## config.mk

```make
export PLATFORM = sky130hd
export DESIGN_NAME = dispatcher
export DESIGN_NICKNAME = d
export VERILOG_FILES = /design/src/bgpu_pkg.sv /design/src/disp_insert_if.sv /design/src/tag_queue.sv /design/src/reg_table.sv /design/src/wait_buffer.sv /design/src/dispatcher.sv
export VERILOG_INCLUDE_DIRS = /design/src
export SDC_FILE = /design/constraint.sdc
export NUM_CORES = 1
export LEC_CHECK = 0
export BUFFER_PORTS_ARGS = -buffer_cell sky130_fd_sc_hd__buf_2
export CORE_AREA = 2 2 230 187
export DETAILED_ROUTE_END_ITERATION = 16
export DIE_AREA = 0 0 232 189
export PLACE_DENSITY_LB_ADDON = 0.05
export REMOVE_ABC_BUFFERS = 1
export SETUP_SLACK_MARGIN = 0.5
export SLEW_MARGIN = 20
export SYNTH_ARGS = -nofsm -noshare
export SYNTH_HDL_FRONTEND = slang
export SYNTH_SLANG_ARGS = --single-unit
```

## constraint.sdc

```tcl
create_clock -name clk_i -period 9.4 [get_ports clk_i]
set_input_delay 0.47 -clock clk_i [delete_from_list [all_inputs] [get_ports clk_i]]
set_output_delay 0.47 -clock clk_i [all_outputs]
set_load 0.02 [all_outputs]
```

## src/bgpu_macros.svh

```systemverilog
// Size constants for the single-warp dispatcher
// BGPU_NUM_TAGS must be a power of two and at least BGPU_WAIT_DEPTH
// Register count is two to the power of BGPU_REG_IDX_W

`ifndef BGPU_MACROS_SVH
`define BGPU_MACROS_SVH

// Instructions that may be in flight at once
`define BGPU_NUM_TAGS 8

// Register index width, 64 architectural registers
`define BGPU_REG_IDX_W 6

// Program counter width
`define BGPU_PC_W 16

// Instructions parked while waiting on operands
`define BGPU_WAIT_DEPTH 4

// Source operands per instruction
`define BGPU_NUM_OPS 2

`endif

```

## src/bgpu_pkg.sv

```systemverilog
// Shared types for the dispatcher RTL and its testbench
// Widths all follow the macros, so change sizes there only

`include "bgpu_macros.svh"

package bgpu_pkg;

    // Instruction tag, one per in-flight instruction
    typedef logic [$clog2(`BGPU_NUM_TAGS)-1:0] tag_t;

    // Architectural register index
    typedef logic [`BGPU_REG_IDX_W-1:0] reg_idx_t;

    // Program counter
    typedef logic [`BGPU_PC_W-1:0] pc_t;

    // One bit per source operand
    typedef logic [`BGPU_NUM_OPS-1:0] op_mask_t;

    // Register index and producer tag per operand
    typedef reg_idx_t [`BGPU_NUM_OPS-1:0] op_reg_idx_t;
    typedef tag_t [`BGPU_NUM_OPS-1:0] op_tag_t;

    // Decoded instruction class
    typedef enum logic [3:0] {
        OP_ADD    = 4'h0,
        OP_SUB    = 4'h1,
        OP_MUL    = 4'h2,
        OP_LOAD   = 4'h3,
        OP_STORE  = 4'h4,
        OP_BRANCH = 4'h5
    } opcode_e;

    // Wait buffer slot state
    typedef enum logic [1:0] {
        ENTRY_FREE  = 2'b00,
        ENTRY_WAIT  = 2'b01,
        ENTRY_READY = 2'b10
    } entry_state_e;

endpackage

```

## src/disp_insert_if.sv

```systemverilog
// One scoreboarded instruction on its way into the wait buffer
// No handshake back, the sender only raises valid when there is space

interface disp_insert_if import bgpu_pkg::*; ();

    logic        valid;
    tag_t        tag;
    pc_t         pc;
    opcode_e     opcode;
    // Destination register of the instruction
    reg_idx_t    dst_reg;
    op_mask_t    operands_is_reg;
    op_reg_idx_t operands;
    // Already masked, non-register operands read as ready
    op_mask_t    operands_ready;
    // Producer tag per operand, only meaningful while not ready
    op_tag_t     operand_tags;

    // Scoreboard side
    modport src (
        output valid, tag, pc, opcode, dst_reg,
        output operands_is_reg, operands, operands_ready, operand_tags
    );

    // Wait buffer side
    modport dst (
        input valid, tag, pc, opcode, dst_reg,
        input operands_is_reg, operands, operands_ready, operand_tags
    );

endinterface

```

## src/tag_queue.sv

```systemverilog
// Circular FIFO of free instruction tags, full after reset
// NumTags must be a power of two, at least 2, and fit in tag_t
// Caller must never free more tags than were taken

`include "bgpu_macros.svh"

module tag_queue import bgpu_pkg::*; #(
    parameter int unsigned NumTags = `BGPU_NUM_TAGS
) (
    input  logic clk_i,
    input  logic reset_i,

    // Tag coming back from a writeback
    input  logic free_i,
    input  tag_t free_tag_i,

    // Tag handed to a new instruction
    input  logic get_i,
    output tag_t tag_o,
    output logic valid_o
);

    localparam int unsigned PtrW = $clog2(NumTags);

    tag_t             mem_q [NumTags];
    logic [PtrW-1:0]  rd_ptr_q;
    logic [PtrW-1:0]  wr_ptr_q;
    // One bit wider than the pointers so a full pool is visible
    logic [PtrW:0]    count_q;
    logic             pop;

    assign valid_o = (count_q != '0);
    assign tag_o   = mem_q[rd_ptr_q];
    // Pop only when something is there
    assign pop     = get_i && valid_o;

    always_ff @(posedge clk_i) begin
        if (reset_i) begin
            // Pool starts holding every tag in order
            for (int i = 0; i < NumTags; i++) begin
                mem_q[i] <= tag_t'(i);
            end
            rd_ptr_q <= '0;
            wr_ptr_q <= '0;
            count_q  <= (PtrW+1)'(NumTags);
        end else begin
            if (free_i) begin
                mem_q[wr_ptr_q] <= free_tag_i;
                wr_ptr_q        <= wr_ptr_q + 1'b1;
            end
            if (pop) begin
                rd_ptr_q <= rd_ptr_q + 1'b1;
            end
            // Push and pop together leave the count alone
            case ({free_i, pop})
                2'b10:   count_q <= count_q + 1'b1;
                2'b01:   count_q <= count_q - 1'b1;
                default: count_q <= count_q;
            endcase
        end
    end

endmodule

```

## src/reg_table.sv

```systemverilog
// Register scoreboard, one in-flight bit and producer tag per register
// Lookups see the state before the current edge plus the writeback bypass
// An insert wins over a same-cycle clear of the same register

module reg_table import bgpu_pkg::*; (
    input  logic        clk_i,
    input  logic        reset_i,

    // New instruction from the decoder
    input  logic        insert_i,
    input  tag_t        tag_i,
    input  reg_idx_t    dst_i,
    input  op_reg_idx_t operands_i,

    // Operand status for that instruction
    output op_mask_t    operands_ready_o,
    output op_tag_t     operands_tag_o,

    // Writeback
    input  logic        eu_valid_i,
    input  tag_t        eu_tag_i,

    // Nothing left in flight
    output logic        all_dst_written_o
);

    localparam int NumRegs = 2 ** $bits(reg_idx_t);
    localparam int NumOps  = $bits(op_mask_t);

    logic [NumRegs-1:0] busy_q;
    // Producer tags carry no reset, busy_q qualifies them
    tag_t               tag_q [NumRegs];

    // Operand lookup
    always_comb begin
        for (int i = 0; i < NumOps; i++) begin
            operands_tag_o[i]   = tag_q[operands_i[i]];
            // Free register, or its producer writes back right now
            operands_ready_o[i] = !busy_q[operands_i[i]]
                || (eu_valid_i && (tag_q[operands_i[i]] == eu_tag_i));
        end
    end

    always_ff @(posedge clk_i) begin
        if (reset_i) begin
            busy_q <= '0;
        end else begin
            // Clear only where the stored tag still names this producer
            for (int r = 0; r < NumRegs; r++) begin
                if (eu_valid_i && busy_q[r] && (tag_q[r] == eu_tag_i)) begin
                    busy_q[r] <= 1'b0;
                end
            end
            // Later assignment, so it overrides the clear
            if (insert_i) begin
                busy_q[dst_i] <= 1'b1;
            end
        end
    end

    always_ff @(posedge clk_i) begin
        if (insert_i) begin
            tag_q[dst_i] <= tag_i;
        end
    end

    assign all_dst_written_o = ~|busy_q;

endmodule

```

## src/wait_buffer.sv

```systemverilog
// Parks scoreboarded instructions until all register operands are written
// Ages form a dense rank 0..n-1, the highest age is the oldest entry
// The presented entry is locked until the operand collector accepts it

`include "bgpu_macros.svh"

module wait_buffer import bgpu_pkg::*; (
    input  logic        clk_i,
    input  logic        reset_i,

    // Insert side, always accepted
    disp_insert_if.dst  ins,
    output logic        space_o,

    // Writeback wake-up
    input  logic        eu_valid_i,
    input  tag_t        eu_tag_i,

    // Operand collector side
    input  logic        opc_ready_i,
    output logic        disp_valid_o,
    output tag_t        disp_tag_o,
    output pc_t         disp_pc_o,
    output opcode_e     disp_inst_o,
    output reg_idx_t    disp_dst_o,
    output op_mask_t    disp_operands_is_reg_o,
    output op_reg_idx_t disp_operands_o
);

    localparam int Depth  = `BGPU_WAIT_DEPTH;
    localparam int NumOps = `BGPU_NUM_OPS;
    localparam int IdxW   = (Depth > 1) ? $clog2(Depth) : 1;

    typedef logic [IdxW-1:0] idx_t;

    // ##########################################################
    // Entry storage
    // ##########################################################

    entry_state_e state_q [Depth];
    idx_t         age_q [Depth];
    tag_t         tag_q [Depth];
    pc_t          pc_q [Depth];
    opcode_e      opcode_q [Depth];
    reg_idx_t     dst_q [Depth];
    op_mask_t     is_reg_q [Depth];
    op_reg_idx_t  operands_q [Depth];
    op_mask_t     ready_q [Depth];
    op_tag_t      wait_tag_q [Depth];

    op_mask_t     woken [Depth];
    idx_t         free_idx;
    idx_t         oldest_idx;
    idx_t         oldest_age;
    logic         oldest_found;
    idx_t         sel_idx;
    idx_t         lock_idx_q;
    logic         locked_q;
    logic         remove;

    // Lowest free slot takes the next insert
    always_comb begin
        space_o  = 1'b0;
        free_idx = '0;
        for (int e = Depth - 1; e >= 0; e--) begin
            if (state_q[e] == ENTRY_FREE) begin
                space_o  = 1'b1;
                free_idx = idx_t'(e);
            end
        end
    end

    // Operand ready bits after this cycle's writeback
    always_comb begin
        for (int e = 0; e < Depth; e++) begin
            for (int o = 0; o < NumOps; o++) begin
                woken[e][o] = ready_q[e][o]
                    || (eu_valid_i && (wait_tag_q[e][o] == eu_tag_i));
            end
        end
    end

    // ##########################################################
    // Oldest ready selection
    // ##########################################################

    always_comb begin
        oldest_found = 1'b0;
        oldest_idx   = '0;
        oldest_age   = '0;
        for (int e = 0; e < Depth; e++) begin
            if ((state_q[e] == ENTRY_READY) && (!oldest_found || (age_q[e] > oldest_age))) begin
                oldest_found = 1'b1;
                oldest_idx   = idx_t'(e);
                oldest_age   = age_q[e];
            end
        end
    end

    // Stalled choice stays put even if an older entry wakes up
    assign sel_idx      = locked_q ? lock_idx_q : oldest_idx;
    assign disp_valid_o = (state_q[sel_idx] == ENTRY_READY);
    assign remove       = disp_valid_o && opc_ready_i;

    assign disp_tag_o             = tag_q[sel_idx];
    assign disp_pc_o              = pc_q[sel_idx];
    assign disp_inst_o            = opcode_q[sel_idx];
    assign disp_dst_o             = dst_q[sel_idx];
    assign disp_operands_is_reg_o = is_reg_q[sel_idx];
    assign disp_operands_o        = operands_q[sel_idx];

    // ##########################################################
    // State update
    // ##########################################################

    always_ff @(posedge clk_i) begin
        if (reset_i) begin
            for (int e = 0; e < Depth; e++) begin
                state_q[e] <= ENTRY_FREE;
            end
            locked_q <= 1'b0;
        end else begin
            locked_q <= disp_valid_o && !opc_ready_i;
            for (int e = 0; e < Depth; e++) begin
                if ((state_q[e] == ENTRY_WAIT) && (&woken[e])) begin
                    state_q[e] <= ENTRY_READY;
                end
            end
            if (remove) begin
                state_q[sel_idx] <= ENTRY_FREE;
            end
            // Free slot, so never the entry being removed
            if (ins.valid) begin
                state_q[free_idx] <= (&ins.operands_ready) ? ENTRY_READY : ENTRY_WAIT;
            end
        end
    end

    // Payload, ages and operand bits, qualified by state_q
    always_ff @(posedge clk_i) begin
        lock_idx_q <= sel_idx;
        for (int e = 0; e < Depth; e++) begin
            if (state_q[e] == ENTRY_WAIT) begin
                ready_q[e] <= woken[e];
            end
            // Older on every insert, close the gap left by a younger removal
            if (state_q[e] != ENTRY_FREE) begin
                age_q[e] <= age_q[e] + idx_t'(ins.valid)
                    - idx_t'(remove && (age_q[e] > age_q[sel_idx]));
            end
        end
        if (ins.valid) begin
            age_q[free_idx]      <= '0;
            tag_q[free_idx]      <= ins.tag;
            pc_q[free_idx]       <= ins.pc;
            opcode_q[free_idx]   <= ins.opcode;
            dst_q[free_idx]      <= ins.dst_reg;
            is_reg_q[free_idx]   <= ins.operands_is_reg;
            operands_q[free_idx] <= ins.operands;
            ready_q[free_idx]    <= ins.operands_ready;
            wait_tag_q[free_idx] <= ins.operand_tags;
        end
    end

endmodule

```

## src/dispatcher.sv

```systemverilog
// Single-warp dispatcher, one decode and one writeback per cycle
// Decoder must hold its inputs stable while dec_valid_i waits for ready
// Every dispatched tag must come back exactly once on eu_tag_i

`include "bgpu_macros.svh"

module dispatcher import bgpu_pkg::*; (
    input  logic        clk_i,
    input  logic        reset_i,

    // Decoder
    input  logic        dec_valid_i,
    output logic        disp_ready_o,
    input  pc_t         dec_pc_i,
    input  opcode_e     dec_inst_i,
    input  reg_idx_t    dec_dst_i,
    input  op_mask_t    dec_operands_is_reg_i,
    input  op_reg_idx_t dec_operands_i,

    // Operand collector
    input  logic        opc_ready_i,
    output logic        disp_valid_o,
    output tag_t        disp_tag_o,
    output pc_t         disp_pc_o,
    output opcode_e     disp_inst_o,
    output reg_idx_t    disp_dst_o,
    output op_mask_t    disp_operands_is_reg_o,
    output op_reg_idx_t disp_operands_o,

    // Execution unit writeback
    input  logic        eu_valid_i,
    input  tag_t        eu_tag_i,

    // High once nothing is left in flight
    output logic        ib_all_instr_finished_o
);

    // ##########################################################
    // Lookup stage
    // ##########################################################

    logic     insert;
    logic     tag_available;
    tag_t     new_tag;
    logic     wb_space;
    op_mask_t reg_ready;
    op_tag_t  reg_tags;

    disp_insert_if ins_if ();

    // Free tag and free slot, independent of dec_valid_i
    assign disp_ready_o = tag_available && wb_space;
    assign insert       = dec_valid_i && disp_ready_o;

    tag_queue #(
        .NumTags ( `BGPU_NUM_TAGS )
    ) i_tag_queue (
        .clk_i      ( clk_i         ),
        .reset_i    ( reset_i       ),
        // Writebacks refill the pool
        .free_i     ( eu_valid_i    ),
        .free_tag_i ( eu_tag_i      ),
        .get_i      ( insert        ),
        .tag_o      ( new_tag       ),
        .valid_o    ( tag_available )
    );

    reg_table i_reg_table (
        .clk_i             ( clk_i                   ),
        .reset_i           ( reset_i                 ),
        .insert_i          ( insert                  ),
        .tag_i             ( new_tag                 ),
        .dst_i             ( dec_dst_i               ),
        .operands_i        ( dec_operands_i          ),
        .operands_ready_o  ( reg_ready               ),
        .operands_tag_o    ( reg_tags                ),
        .eu_valid_i        ( eu_valid_i              ),
        .eu_tag_i          ( eu_tag_i                ),
        .all_dst_written_o ( ib_all_instr_finished_o )
    );

    // Insert bundle, immediates count as ready
    assign ins_if.valid           = insert;
    assign ins_if.tag             = new_tag;
    assign ins_if.pc              = dec_pc_i;
    assign ins_if.opcode          = dec_inst_i;
    assign ins_if.dst_reg         = dec_dst_i;
    assign ins_if.operands_is_reg = dec_operands_is_reg_i;
    assign ins_if.operands        = dec_operands_i;
    assign ins_if.operands_ready  = reg_ready | ~dec_operands_is_reg_i;
    assign ins_if.operand_tags    = reg_tags;

    // ##########################################################
    // Wait and issue stage
    // ##########################################################

    wait_buffer i_wait_buffer (
        .clk_i                  ( clk_i                  ),
        .reset_i                ( reset_i                ),
        .ins                    ( ins_if.dst             ),
        .space_o                ( wb_space               ),
        .eu_valid_i             ( eu_valid_i             ),
        .eu_tag_i               ( eu_tag_i               ),
        .opc_ready_i            ( opc_ready_i            ),
        .disp_valid_o           ( disp_valid_o           ),
        .disp_tag_o             ( disp_tag_o             ),
        .disp_pc_o              ( disp_pc_o              ),
        .disp_inst_o            ( disp_inst_o            ),
        .disp_dst_o             ( disp_dst_o             ),
        .disp_operands_is_reg_o ( disp_operands_is_reg_o ),
        .disp_operands_o        ( disp_operands_o        )
    );

    // A full wait buffer must never be starved of tags
    if (`BGPU_NUM_TAGS < `BGPU_WAIT_DEPTH) begin : g_size_check
        $error("Tag count must be at least the wait buffer depth");
    end

endmodule

```

Word level (Yosys, flattened, before mapping)
Memories as Yosys holds them, arrays and structs flattened. A register that Yosys moved wholly into a read port is not among the register bits.
Cells that the tools add are included.

cells by class
  $add $sub $neg = 12
  order comparisons = 11
  eq/ne operators = 85
  mux-type cells = 204
  bitwise logic cells = 7
  reductions and logical operators = 192

operators with widths
  operator             number
  $eq 3x3->1           74
  $mux 1               180
  $logic_and 1x1->1    155
  $mux 64              1
  $or 64x64->64        1
  $reduce_or 64->1     1
  $mux 2               15
  $lt 6x7->1 const B   3
  $gt 2x2->1           7
  $logic_or 1x1->1     13
  $bmux 1 s6           2
  $eq 2x2->1 const B   6
  $mux 3               4
  $eq 2x1->1 const B   5
  $reduce_and 2->1     5
  $reduce_bool 2->1    5
  $add 2x1->2          4
  $logic_not 2->1      4
  $pmux 4 s2           1
  $sub 2x1->2          4
  $logic_not 1->1      7
  $add 3x1->3 const B  2
  $demux 1 s6          1
  $ge 6x1->1 const B   1
  other kinds (7)      10

word-level totals
  bits in registers = 77
  memory bits (writable) = 436
  bits of input ports = 48
  word-level logic and storage cells = 529
  memories kept = 12

memories
  memory                    words  bits a word  read ports  clocked after Yosys merged registers in  write ports  RTL line           text
  i_reg_table.tag_q         64     3            66          0                                        1            reg_table.sv:32    tag_t tag_q [NumRegs];
  i_wait_buffer.pc_q        4      16           1           0                                        1            wait_buffer.sv:43  pc_t pc_q [Depth];
  i_wait_buffer.operands_q  4      12           1           0                                        1            wait_buffer.sv:47  op_reg_idx_t operands_q [Depth];
  i_tag_queue.mem_q         8      3            1           1                                        8            tag_queue.sv:25    tag_t mem_q [NumTags];
  i_wait_buffer.dst_q       4      6            1           0                                        1            wait_buffer.sv:45  reg_idx_t dst_q [Depth];
  i_wait_buffer.wait_tag_q  4      6            4           0                                        1            wait_buffer.sv:49  op_tag_t wait_tag_q [Depth];
  +6 memories               --     --           --          --                                       --           --

Depth between registers and ports, before layout
An unclocked memory read counts as a cell.

  depth after elaboration = 22
  gate-level depth with buffers = 35
  mapped depth without buffers = 33

Modules after synthesis
A second synthesis with hierarchy kept.

unflattened totals
  cells, all modules = 2040
  area total of the unflattened synthesis = 26098.8 um^2

modules (own cells, without submodules)
  module       instances  cells each  area each (um^2)  sequential area each (um^2)
  reg_table    1          1129        14835.5           7046.8
  wait_buffer  1          765         9481.6            6586.3
  tag_queue    1          142         1756.7            980.9
  dispatcher   1          4           25.0              0.0

Least setup slack after synthesis
OpenSTA, ideal clock, no wires.

  path kind = register -> register
  start = mem i_wait_buffer.state_q[0][0] in the netlist's numbering
  end = mem i_wait_buffer.age_q[0][1] in the netlist's numbering
  arrival = 6556 ps
  setup slack = 2753 ps
  stages on the path, launching flop included = 34
  buffers on the path = 2
  cells stage by stage = edfxtp_1 > nand3b_1 > ha_1 > nor2b_1 > a2bb2oi_1 > o21ai_0 > mux2_2 > ha_1 > nor2b_1 > o21ai_0 > a21oi_1 > mux2_2 > ha_1 > nor2b_1 > o21ai_0 > a21oi_1 > o31ai_1 > clkbuf_1 > clkbuf_1 > nor2_1 > a21oi_1 > nor2_1 > a31oi_1 > ha_1 > nor2_1 > a31oi_1 > a2bb2oi_1 > nor2_1 > ha_1 > inv_1 > ha_1 > xnor2_1 > or3_1 > a21oi_1

RTL lines
  item         RTL line           text
  from (decl)  wait_buffer.sv:40  entry_state_e state_q [Depth];
  to (decl)    wait_buffer.sv:41  idx_t age_q [Depth];

==> run_results.csv <==
group,metric,value,unit
power,leakagePower,9.57,nW
timing,slew_viol_final,0,
timing,worst_slew_pin_slew,1.13,ns
placed_design,port_buffers,93,
timing,fin_crit_sh,77.6,%
logic_synthesis,async_flop_share,0,%
floorplan,ios,94,
power,vdd_drop_max,0.250,mV
critical_path,reg2regPathDepth,30,
critical_path,worst_setup_path_start_kind,"register",
timing,finalHoldViolCount,0,
route,drc,0,
floorplan,initial_utilization,62.3,%
logic_synthesis,synth_edf_count,428,
finish,antennaDiodeCount,0,
route,drtIter0Drc,1987,
timing,finClkSkew,0.0387,ns
logic_synthesis,yosysUniqueCellTypes,66,
timing,setup_slack,2.11,ns
logic_synthesis,syn_inst,2008,
grt,antenna_found_initial,0,
timing,rsz0062_at_grt,"no",
timing,setup_viol_count_final,0,
critical_path,crit_end,"i_wait_buffer.age_q[0][1]",
logic_synthesis,ys_warn_count,0,
worst_hold_path,hold_class,"primary input to register",
grt,grt_max_degree,87,
route,num_vias,17800,
timing,timing.fmax,137,MHz
route,wirelength,70900,um
clocking,path_clk_slew,0.06,ns
floorplan,num_rows,67,
critical_path,rr_startpoint,"i_wait_buffer.state_q[0][0]",
floorplan,fp.dieW,232,um
finish,finalNetCount,2112,
finish,drive_above_1_share,16.9,%
placed_design,post-place-ws,2.21,ns
timing,whs,0.0648,ns
clocking,worstSkewPairLatency,0.62,ns
logic_synthesis,synth_largest_area_cell,"edfxtp_1",
critical_path,crit_slowest_cell,"inv_2",
critical_path,rrSetupSlack,2.11,ns
route,ant_nets,0,
finish,syn2layout_area_growth,9.69,%
clocking,clock_sinks,516,
logic_synthesis,synth.top_cells.by_area,"edfxtp_1 50%, mux4_2 12%, xnor2_1 7.0%",
logic_synthesis,avgSynthCellArea,12.9,um^2
placed_design,gp_congestion,0.923,
timing,max_slew_margin,24.3,%
critical_path,cp.required,9.92,ns
floorplan,die_h,189,um
critical_path,crit_path_end_kind,"register",
clocking,cts_root_buf,"clkbuf_16",
critical_path,crit_path_start,"i_wait_buffer.state_q[0][0]",
power,power,0.00730,W
critical_path,r2r-end,"i_wait_buffer.age_q[0][1]",
route,drt_pass1_iterations,5,
floorplan,dieArea,43800,um^2
timing,period_needed,7.29,ns
clocking,clock_path_buffers,3,
critical_path,cp_max_fo,43,
finish,fin_area,28400,um^2
clocking,cts_tree,"done",
route,via_per_inst,6.77,
logic_synthesis,synth_top_area_share,49.7,%
grt,grtUsageTotal,32.6,%
flow_run,max-cap-violations,0,
critical_path,arrival,7.81,ns
clocking,cts_hold_buf,0,
grt,grt_pass1_wl,107000,um
critical_path,cpMostUsedCell,"ha_1",
placed_design,dp_hpwl,44000,um
power,p_per_area,257,nW/um^2
clocking,post_cts_buffers,0,
critical_path,slowest_delay,0.57,ns
route,wl_per_cell,26.9,um
status,status,"finished, final reports clean",
logic_synthesis,seq_area_frac_synth,56.5,%
clocking,htreeDepth,2,
clocking,cts-resized-gates,0,
grt,gr-total-overflow,0,
clocking,cts_made_buffers,51,
grt,grt_pass1_vias,17200,
logic_synthesis,syn_area,25900,um^2
logic_synthesis,synth_flop_cell,"edfxtp_1",
placed_design,placed_area,26700,um^2
logic_synthesis,ys_ff_latch,516,
floorplan,core_area,41500,um^2
critical_path,worstSetupPathType,"register to register",
power by group:
part | switching [W] | internal, W | leakage [nW]
clock | 0.000891 | 0.00120 | 0.829
sequential | 0.0000930 | 0.00277 | 4.61
combinational | 0.00159 | 0.000748 | 4.13
total | 0.00258 | 0.00472 | 9.57
state kept, by name (all words and copies together) (netlist names), named ones only:
signal / flops
i_wait_buffer.locked_q: 1
i_wait_buffer.wait_tag_q: 24
i_wait_buffer.tag_q: 12
i_tag_queue.rd_ptr_q: 3
i_tag_queue.mem_q: 24
i_wait_buffer.state_q: 8
i_reg_table.tag_q: 192
i_wait_buffer.opcode_q: 16
i_wait_buffer.lock_idx_q: 2
i_tag_queue.wr_ptr_q: 3
i_wait_buffer.age_q: 8
i_wait_buffer.dst_q: 24
i_reg_table.busy_q: 64
i_wait_buffer.pc_q: 64
i_tag_queue.count_q: 4
i_wait_buffer.ready_q: 8
i_wait_buffer.is_reg_q: 8
i_wait_buffer.operands_q: 48
worst max-delay path: cells and delay by family, from the launching register on:
kind | cells | cell delay [ns]
compound gates | 11 | 2.37
fa+ha+maj | 6 | 1.59
simple gates | 8 | 1.33
mux | 2 | 0.79
buf+inv | 2 | 0.63
flops | 1 | 0.42
xor+xnor | 1 | 0.08
cells by family after synthesis:
group,count (synthesis),share of synthesized area (%)
simple gates,639,11.7
xor+xnor,236,7.99
mux,191,14.0
flops,516,56.5
buf+inv,164,2.57
compound gates,238,6.11
fa+ha+maj,24,1.19
layer usage:
layer | GRT usage, % | share of wire [%]
met1 | 48.0 | 41
met2 | 49.0 | 45
met3 | 5.92 | 11
met4 | 12.1 | 3.8
met5 | 0 | 0
cells in the mapped netlist (all sizes together), types with 21 or more instances:
cell,number
a21oi,81
a31oi,54
and3,44
buf,46
clkbuf,88
dfxtp,88
edfxtp,428
ha,23
inv,26
mux2i,46
mux4,135
nand2,216
nand3,33
nand4,66
nor2,173
nor4,21
o21ai,24
xnor2,208
xor2,28
worst min path at each step:
stage | cells past startpoint | endpoint | start
after global routing | 2 | i_wait_buffer.locked_q | opc_ready_i
after CTS | 2 | i_wait_buffer.locked_q | opc_ready_i
final | 2 | i_wait_buffer.locked_q | opc_ready_i
after floorplan | 2 | register | i_tag_queue.rd_ptr_q[1]
after global placement | 2 | i_tag_queue.rd_ptr_q[1] | i_tag_queue.rd_ptr_q[1]
after detailed placement | 2 | register | i_tag_queue.rd_ptr_q[1]
cell type report:
cell class,instances,area (um^2)
fill,2955,13100
tap,552,691
sequential,516,14600
clock inverter,24,283
inverter,30,113
multi-input combinational,1328,10600
clock buffer,72,1430
timing repair buffer,113,633
through the flow:
| step | std cells | setup TNS [ns] | utilization, % |
|---|---|---|---|
| 5_1_grt | 2635 | 0 | 68.4 |
| 2_1_floorplan | 1874 | -236.22 | - |
| 4_1_cts | 2635 | 0 | 68.4 |
| 6_report | 2635 | 0 | 68.4 |
| 3_3_place_gp | 2539 | 0 | 64.3 |
| 3_5_place_dp | 2539 | 0 | 64.3 |
layout by cell type (no fill, tap or decap), types with 44 or more instances in the layout:
cell type / netlist / layout
nand4_1: 66 / 66
nand2_1: 216 / 216
a21oi_1: 81 / 81
clkbuf_16: 0 / 51
mux4_2: 135 / 135
xnor2_1: 208 / 208
dfxtp_1: 88 / 88
buf_2: 22 / 86
and3_1: 44 / 44
mux2i_1: 46 / 46
a31oi_1: 54 / 54
nor2_1: 173 / 173
edfxtp_1: 428 / 428
Note: power is estimated with default switching activity, not from simulation.
